==> src/rtl/ice_pkg.sv <==
package ice_pkg;

    // ==================================================
    // Message port
    // ==================================================
    localparam int nibble_w = 4;
    localparam int msg_len  = 64;     // 16 nibbles per message

    typedef logic [7:0] msg_type_t;   // Top byte of every message

    localparam msg_type_t msg_echo      = 8'h00;
    localparam msg_type_t msg_led_set   = 8'h01;
    localparam msg_type_t msg_readout   = 8'h02;
    localparam msg_type_t msg_nop       = 8'h03;
    localparam msg_type_t resp_bad_type = 8'hFF;

    // Control view of the argument, MSB first
    typedef struct packed {
        logic [3:0]  led;
        logic [15:0] word_count;
        logic [11:0] pattern_start;
        logic [23:0] unused;
    } msg_ctrl_t;

    // Echo returns the raw argument, the other commands read fields
    typedef union packed {
        logic [55:0] payload;
        msg_ctrl_t   ctrl;
    } msg_arg_t;

    typedef struct packed {
        msg_type_t msg_type;
        msg_arg_t  arg;
    } msg_t;

    // Response goes out as 8 bytes, MSB first
    typedef logic [63:0] resp_t;

    // ==================================================
    // Readout path
    // ==================================================
    localparam int pixel_w = 12;
    localparam int word_w  = 16;      // Pixel zero-extended

    typedef logic [15:0] count_t;

endpackage

==> src/rtl/fifo_link_if.sv <==
`timescale 1ns/10ps

// One word link between readout stages
interface fifo_link_if;
    import ice_pkg::*;

    logic              trigger;   // Word present
    logic              ready;     // Downstream can take it
    logic [word_w-1:0] data;
    logic              last;      // Final word of the readout

    // Producer side
    modport src (
        output trigger,
        output data,
        output last,
        input  ready
    );

    // Consumer side
    modport dst (
        input  trigger,
        input  data,
        input  last,
        output ready
    );
endinterface

==> src/rtl/cmd_exec.sv <==
`timescale 1ns/10ps

module cmd_exec (
    input  logic                        img_clk,
    input  logic                        spi_rst_,
    input  ice_pkg::msg_t               msg,
    input  logic                        msg_valid,
    output logic [3:0]                  ice_led = 4'h0,
    output ice_pkg::resp_t              resp,
    output logic                        resp_load,
    output logic                        start,
    output ice_pkg::count_t             word_count,
    output logic [ice_pkg::pixel_w-1:0] pattern_start
);
    import ice_pkg::*;

    resp_t resp_next;
    logic  is_led_set;
    logic  is_readout;

    assign is_led_set = (msg.msg_type == msg_led_set);
    assign is_readout = (msg.msg_type == msg_readout);

    // ==================================================
    // Response build
    // ==================================================
    always_comb begin
        resp_next = '0;
        case (msg.msg_type)
            msg_echo: begin
                resp_next = {msg_echo, msg.arg.payload};
            end
            msg_led_set: begin
                resp_next = {msg_led_set, 52'h0, msg.arg.ctrl.led};
            end
            msg_readout: begin
                // Echo the count back so the host knows how much to drain
                resp_next = {msg_readout, 40'h0, msg.arg.ctrl.word_count};
            end
            msg_nop: begin
                resp_next = {msg_nop, 56'h0};
            end
            default: begin
                resp_next = {resp_bad_type, 56'h0};
            end
        endcase
    end

    // ==================================================
    // Pulses to the port and the readout source
    // ==================================================
    always_ff @(posedge img_clk or negedge spi_rst_) begin
        if (!spi_rst_) begin
            resp_load <= 1'b0;
            start     <= 1'b0;
        end else begin
            resp_load <= msg_valid;
            // Empty readout sends the response only
            start     <= msg_valid && is_readout && (msg.arg.ctrl.word_count != '0);
        end
    end

    always_ff @(posedge img_clk) begin
        if (msg_valid) begin
            resp          <= resp_next;
            word_count    <= msg.arg.ctrl.word_count;
            pattern_start <= msg.arg.ctrl.pattern_start;
        end
    end

    // LEDs survive the frame reset
    always_ff @(posedge img_clk) begin
        if (msg_valid && is_led_set) begin
            ice_led <= msg.arg.ctrl.led;
        end
    end

endmodule

==> src/rtl/ice_app.sv <==
`timescale 1ns/10ps

module ice_app #(
    parameter int stage_count = 4
) (
    input  logic       img_clk,
    input  logic       spi_rst_,
    input  logic [3:0] spi_din,
    output logic [7:0] spi_dout,
    output logic       spi_dout_en,
    output logic [3:0] ice_led
);
    import ice_pkg::*;

    msg_t               msg;
    logic               msg_valid;
    resp_t              resp;
    logic               resp_load;
    logic               start;
    count_t             word_count;
    logic [pixel_w-1:0] pattern_start;

    // Link 0 from the source, last link to the port
    fifo_link_if link [0:stage_count] ();

    // ==================================================
    // Command side
    // ==================================================
    spi_msg_rx msg_rx_i (
        .img_clk   (img_clk),
        .spi_rst_  (spi_rst_),
        .spi_din   (spi_din),
        .msg       (msg),
        .msg_valid (msg_valid)
    );

    cmd_exec cmd_exec_i (
        .img_clk       (img_clk),
        .spi_rst_      (spi_rst_),
        .msg           (msg),
        .msg_valid     (msg_valid),
        .ice_led       (ice_led),
        .resp          (resp),
        .resp_load     (resp_load),
        .start         (start),
        .word_count    (word_count),
        .pattern_start (pattern_start)
    );

    // ==================================================
    // Readout chain
    // ==================================================
    pixel_pattern_src pattern_i (
        .img_clk       (img_clk),
        .spi_rst_      (spi_rst_),
        .start         (start),
        .word_count    (word_count),
        .pattern_start (pattern_start),
        .out           (link[0])
    );

    for (genvar k = 0; k < stage_count; k++) begin : g_stage
        readout_fifo_stage stage_i (
            .img_clk  (img_clk),
            .spi_rst_ (spi_rst_),
            .up       (link[k]),
            .down     (link[k+1])
        );
    end

    spi_tx tx_i (
        .img_clk     (img_clk),
        .spi_rst_    (spi_rst_),
        .resp        (resp),
        .resp_load   (resp_load),
        .in          (link[stage_count]),
        .spi_dout    (spi_dout),
        .spi_dout_en (spi_dout_en)
    );

endmodule

==> src/rtl/pixel_pattern_src.sv <==
`timescale 1ns/10ps

module pixel_pattern_src (
    input  logic                        img_clk,
    input  logic                        spi_rst_,
    input  logic                        start,
    input  ice_pkg::count_t             word_count,
    input  logic [ice_pkg::pixel_w-1:0] pattern_start,
    fifo_link_if.src                    out
);
    import ice_pkg::*;

    logic               busy;
    count_t             remain;    // Words left including current one
    logic [pixel_w-1:0] pix;
    logic               accept;

    assign accept = busy && out.ready;

    assign out.trigger = busy;
    assign out.data    = {{(word_w - pixel_w){1'b0}}, pix};
    assign out.last    = (remain == count_t'(1));

    always_ff @(posedge img_clk or negedge spi_rst_) begin
        if (!spi_rst_) begin
            busy <= 1'b0;
        end else if (start) begin
            busy <= 1'b1;
        end else if (accept && out.last) begin
            busy <= 1'b0;
        end
    end

    // ==================================================
    // Pattern counter, wraps at 12 bits
    // ==================================================
    always_ff @(posedge img_clk) begin
        if (start) begin
            remain <= word_count;
            pix    <= pattern_start;
        end else if (accept) begin
            remain <= remain - 1'b1;
            pix    <= pix + 1'b1;
        end
    end

endmodule

==> src/rtl/readout_fifo_stage.sv <==
`timescale 1ns/10ps

module readout_fifo_stage (
    input  logic     img_clk,
    input  logic     spi_rst_,
    fifo_link_if.dst up,
    fifo_link_if.src down
);
    import ice_pkg::*;

    logic              full;
    logic [word_w-1:0] data_q;
    logic              last_q;
    logic              take;

    // Ready when empty or when the held word leaves this cycle
    assign up.ready = !full || down.ready;
    assign take     = up.trigger && up.ready;

    assign down.trigger = full;
    assign down.data    = data_q;
    assign down.last    = last_q;

    always_ff @(posedge img_clk or negedge spi_rst_) begin
        if (!spi_rst_) begin
            full <= 1'b0;
        end else if (take) begin
            full <= 1'b1;
        end else if (down.ready) begin
            full <= 1'b0;                   // Drained, nothing new
        end
    end

    always_ff @(posedge img_clk) begin
        if (take) begin
            data_q <= up.data;
            last_q <= up.last;
        end
    end

endmodule

==> src/rtl/spi_msg_rx.sv <==
`timescale 1ns/10ps

module spi_msg_rx (
    input  logic                         img_clk,
    input  logic                         spi_rst_,
    input  logic [ice_pkg::nibble_w-1:0] spi_din,
    output ice_pkg::msg_t                msg,
    output logic                         msg_valid
);
    import ice_pkg::*;

    localparam int nib_count = msg_len / nibble_w;
    localparam int cnt_w     = $clog2(nib_count + 1);

    logic [cnt_w-1:0] nib_cnt;
    logic             done;

    assign done = (nib_cnt == cnt_w'(nib_count));   // Rest of frame is ignored

    // ==================================================
    // Nibble counter
    // ==================================================
    always_ff @(posedge img_clk or negedge spi_rst_) begin
        if (!spi_rst_) begin
            nib_cnt   <= '0;
            msg_valid <= 1'b0;
        end else begin
            msg_valid <= 1'b0;
            if (!done) begin
                nib_cnt <= nib_cnt + 1'b1;
                // Last nibble sampled on this edge
                if (nib_cnt == cnt_w'(nib_count - 1)) begin
                    msg_valid <= 1'b1;
                end
            end
        end
    end

    // ==================================================
    // Shift register
    // ==================================================
    always_ff @(posedge img_clk) begin
        if (!done) begin
            msg <= {msg[msg_len-nibble_w-1:0], spi_din};   // MS nibble first
        end
    end

endmodule

==> src/rtl/spi_tx.sv <==
`timescale 1ns/10ps

module spi_tx (
    input  logic           img_clk,
    input  logic           spi_rst_,
    input  ice_pkg::resp_t resp,
    input  logic           resp_load,
    fifo_link_if.dst       in,
    output logic [7:0]     spi_dout,
    output logic           spi_dout_en
);
    import ice_pkg::*;

    localparam int resp_bytes = $bits(resp_t) / 8;

    localparam logic [1:0] st_idle = 2'd0;
    localparam logic [1:0] st_resp = 2'd1;
    localparam logic [1:0] st_data = 2'd2;   // Draining the chain

    logic [1:0] state;
    logic [2:0] bcnt;       // Response bytes already sent
    logic       low_pend;   // Second byte of a word still to go
    resp_t      sh;
    logic [7:0] low_byte;
    logic       last_q;
    logic       take_word;
    logic       send_lo;

    assign in.ready  = (state == st_data) && !low_pend;
    assign take_word = in.trigger && in.ready;
    assign send_lo   = (state == st_data) && low_pend;

    // ==================================================
    // Control
    // ==================================================
    always_ff @(posedge img_clk or negedge spi_rst_) begin
        if (!spi_rst_) begin
            state       <= st_idle;
            bcnt        <= '0;
            low_pend    <= 1'b0;
            spi_dout_en <= 1'b0;
        end else begin
            spi_dout_en <= 1'b0;
            if (resp_load) begin
                state       <= st_resp;
                bcnt        <= 3'd1;
                low_pend    <= 1'b0;
                spi_dout_en <= 1'b1;        // First byte goes out now
            end else begin
                case (state)
                    st_resp: begin
                        spi_dout_en <= 1'b1;
                        bcnt        <= bcnt + 1'b1;
                        if (bcnt == 3'(resp_bytes - 1)) begin
                            state <= st_data;
                        end
                    end
                    st_data: begin
                        if (send_lo) begin
                            spi_dout_en <= 1'b1;
                            low_pend    <= 1'b0;
                            if (last_q) state <= st_idle;
                        end else if (take_word) begin
                            spi_dout_en <= 1'b1;
                            low_pend    <= 1'b1;
                        end
                    end
                    default: ;
                endcase
            end
        end
    end

    // ==================================================
    // Byte lane
    // ==================================================
    always_ff @(posedge img_clk) begin
        if (resp_load) begin
            spi_dout <= resp[63:56];
            sh       <= {resp[55:0], 8'h00};
        end else if (state == st_resp) begin
            spi_dout <= sh[63:56];
            sh       <= {sh[55:0], 8'h00};
        end else if (take_word) begin
            spi_dout <= in.data[word_w-1 -: 8];     // High byte first
            low_byte <= in.data[7:0];
            last_q   <= in.last;
        end else if (send_lo) begin
            spi_dout <= low_byte;
        end
    end

endmodule

==> config.mk <==
export PLATFORM = sky130hd
export DESIGN_NAME = ice_app
export DESIGN_NICKNAME = d
export VERILOG_FILES = /design/src/rtl/ice_pkg.sv /design/src/rtl/fifo_link_if.sv /design/src/rtl/cmd_exec.sv /design/src/rtl/ice_app.sv /design/src/rtl/pixel_pattern_src.sv /design/src/rtl/readout_fifo_stage.sv /design/src/rtl/spi_msg_rx.sv /design/src/rtl/spi_tx.sv
export SDC_FILE = /design/constraint.sdc
export NUM_CORES = 1
export LEC_CHECK = 0
export BUFFER_PORTS_ARGS = -buffer_cell sky130_fd_sc_hd__buf_4
export CORE_UTILIZATION = 25
export CTS_CLUSTER_SIZE = 28
export DETAILED_ROUTE_END_ITERATION = 16
export PLACE_DENSITY = 0.47
export SETUP_SLACK_MARGIN = 0.05
export SLEW_MARGIN = 0
export SYNTH_ARGS = -nofsm -noshare
export SYNTH_HDL_FRONTEND = slang
export SYNTH_SLANG_ARGS = --single-unit
==> constraint.sdc <==
create_clock -name img_clk -period 5 [get_ports img_clk]
set_input_delay 0.5 -clock img_clk [delete_from_list [all_inputs] [get_ports img_clk]]
set_output_delay 0.5 -clock img_clk [all_outputs]
set_load 0.02 [all_outputs]
==> results.txt <==
Status: completed
Area grow syn2layout: 16.7%
Final setup margin: 2320 ps
H-tree Lvls: 2
Initial DRC Count: 500
Critical path type: reg -> reg
Relative slew margins: 36.6%
First-pass iteration count of the detailed router: 4
GPL Wtd Cong: 0.726
Largest net degree at the start of global routing: 77
Critical Path Source Type: register
Leakage power: 4.22 nW
Post-Place Cells: 1380
Ys flop type: edfxtp_1
GRT overflow: 0
Pwr Total: 5.57 mW
EDFF count, synth: 308
Via count: 5795
Vias in the first global route: 6072
Non-Filler Instances: 1444
Async SR Flop Fraction: 6.10%
Max-Cap Viols: 0
TritonCTS clock tree: done
Row count: 81
Tot GR Track Use: 9.36%
Fin nets: 771
IO Count: 19
Post-CTS setup buffers: 0
Full die area: 50500 sq um
F_max: 373 MHz
DP HPWL: 14400 um
Routed wire per std cell: 15.8 um
Final setup fails: 0
Final ANT Viol Nets: 0
Most common cell after layout, fill and taps aside: edfxtp_1
Register area share after synthesis: 78.7%
Synth unique cells: 38
CP max FO: 31
Cts repair resizes: 0
CP endpoint kind: register
Die width: 225 um
Initial antenna violation count: 0
Final wirelength: 22800 um
Layout cell share with drive strength beyond 1: 18.0%
Min-Delay Path Depth: 1
Post-route cell area: 14500 sq um
Hold-fix buffers, CTS: 1
Tmin final: 2680 ps
Clock buffer count from CTS: 35
Synth Register Bits: 328
Worst VDD drop: 0.241 mV
Buffers on Ports: 18
Critical Path RT: 5170 ps
Drc violations: 0
RSZ-0062 raised after global routing: false
Area after DPL: 13300 sq um
Crit path DAT: 2850 ps
Avg Cell Area, Syn: 17.3 sq um
Clock buffer depth: 3
Clock Latency Late Sink: 520 ps
Clk root buf: clkbuf_16
Final period util: 53.6%
Syn nets: 734
Reg2Reg Depth: 4
Final hold vios: 0
Max Slew Vio Count: 0
Yosys warns: 0
Vias per cell: 4.01
Most frequent cells in the layout: edfxtp_1 (308), mux2_2 (55), and2_1 (53), nand2_1 (40), clkbuf_16 (36)
Clock sink count: 328
Area of the mapped netlist: 12400 sq um
Synthesized instance count: 717
Worst slew pin tran: 952 ps
Clock slew at reported path FFs: 60 ps
Global-route wire length before repair: 36300 um
Worst Hold Class: in -> reg
Pre-CTS WS: 2260 ps
Pwr dens: 386 nW/um^2
Skew final: 24.1 ps
Initial Util: 25.3%
Die height: 225 um
Setup TNS: 0 ps
Core area: 49000 sq um
-- report_power, final --
group	total [mW]	internal, mW	switching (mW)
combinational	0.0627	0.0259	0.0368
clock	2.54	1.51	1.03
sequential	2.98	2.97	0.00626
-- metrics by stage --
step / hold slack, ps / util [%]
finish: 161 / 29.5
global route: 146 / 29.5
CTS: 138 / 29.5
detailed placement: 405 / 27.2
global placement: 402 / 27.2
floorplan: 204 / -
-- final timing paths --
path	startpoint	end	slack (ps)
max	tx_i.state[1]	tx_i.sh[36]	2320
min	spi_din[0]	msg_rx_i.msg[0]	160
max reg2reg	tx_i.state[1]	tx_i.sh[36]	2320
min reg2reg	g_stage[0].stage_i.down.data[8]	g_stage[1].stage_i.down.data[8]	420
max in group asynchronous	spi_rst_	msg_rx_i.msg_valid	4260
min in group asynchronous	spi_rst_	tx_i.spi_dout_en	440
-- cell families after synthesis --
family / count (synthesis) / share of synthesized area (%)
DFF: 328 / 78.7
and+or+nand+nor: 187 / 8.40
muxes: 67 / 5.97
AOI/OAI and AO/OA: 63 / 3.01
buffers and inverters: 36 / 1.10
xor gates and xnor gates: 25 / 1.77
adders and majority gates: 11 / 1.11
-- layout make-up --
class / count / area (sq um)
diodes: 1 / 2.50
clock buffers: 44 / 951
clock inverters: 18 / 174
fillers: 4851 / 34500
inverters: 11 / 41.3
multi-input cells: 353 / 2520
flip-flops and latches: 328 / 9750
well taps: 664 / 831
repair buffers: 25 / 190
-- synth_stat cells, types with 5 or more instances --
cell type	count	area, sq um
and2_1	53	332
edfxtp_1	308	9250
nor3_1	5	25.0
nor2_1	23	86.3
ha_1	11	138
nand2b_1	7	43.8
nand4_1	6	37.5
mux2i_1	12	120
dfrtp_1	20	500
xnor2_1	18	158
nand2_1	40	150
a22o_1	12	105
a21oi_1	16	80.1
nor4_1	8	50.1
nand3b_1	7	52.6
inv_1	11	41.3
xor2_1	7	61.3
mux2_2	55	619
nand3_1	12	60.1
clkbuf_1	20	75.1
o21ai_0	28	140
and3_1	5	31.3
-- critical path: stages (launching register included) --
cell and delay (ps):
dfrtp_1 410, inv_1 70, ha_1 590, or2_2 720, buf_4 510
-- per-layer routing --
layer	share of wire (%)	global-route usage (%)	up-vias	routed length [um]
li1	-	-	2788	-
met1	49	13.1	2890	11100
met2	46	14.8	82	10600
met3	3.3	1.88	35	751
met4	1.6	2.41	0	367
met5	0	0	-	0
-- registers in the layout, indices dropped and copies added (netlist names) --
signal	cells
msg_rx_i.msg	64
cmd_exec_i.resp	59
tx_i.sh	56
g_stage.stage_i.down.data	48
cmd_exec_i.word_count	16
pattern_i.remain	16
cmd_exec_i.pattern_start	12
pattern_i.pix	12
tx_i.low_byte	8
tx_i.spi_dout	8
msg_rx_i.nib_cnt	5
cmd_exec_i.ice_led	4
g_stage.stage_i.down.last	4
g_stage.stage_i.down.trigger	4
tx_i.bcnt	3
tx_i.state	2
cmd_exec_i.resp_load	1
cmd_exec_i.start	1
msg_rx_i.msg_valid	1
pattern_i.out.trigger	1
tx_i.last_q	1
tx_i.low_pend	1
tx_i.spi_dout_en	1
(Power assumes the default switching activity.)
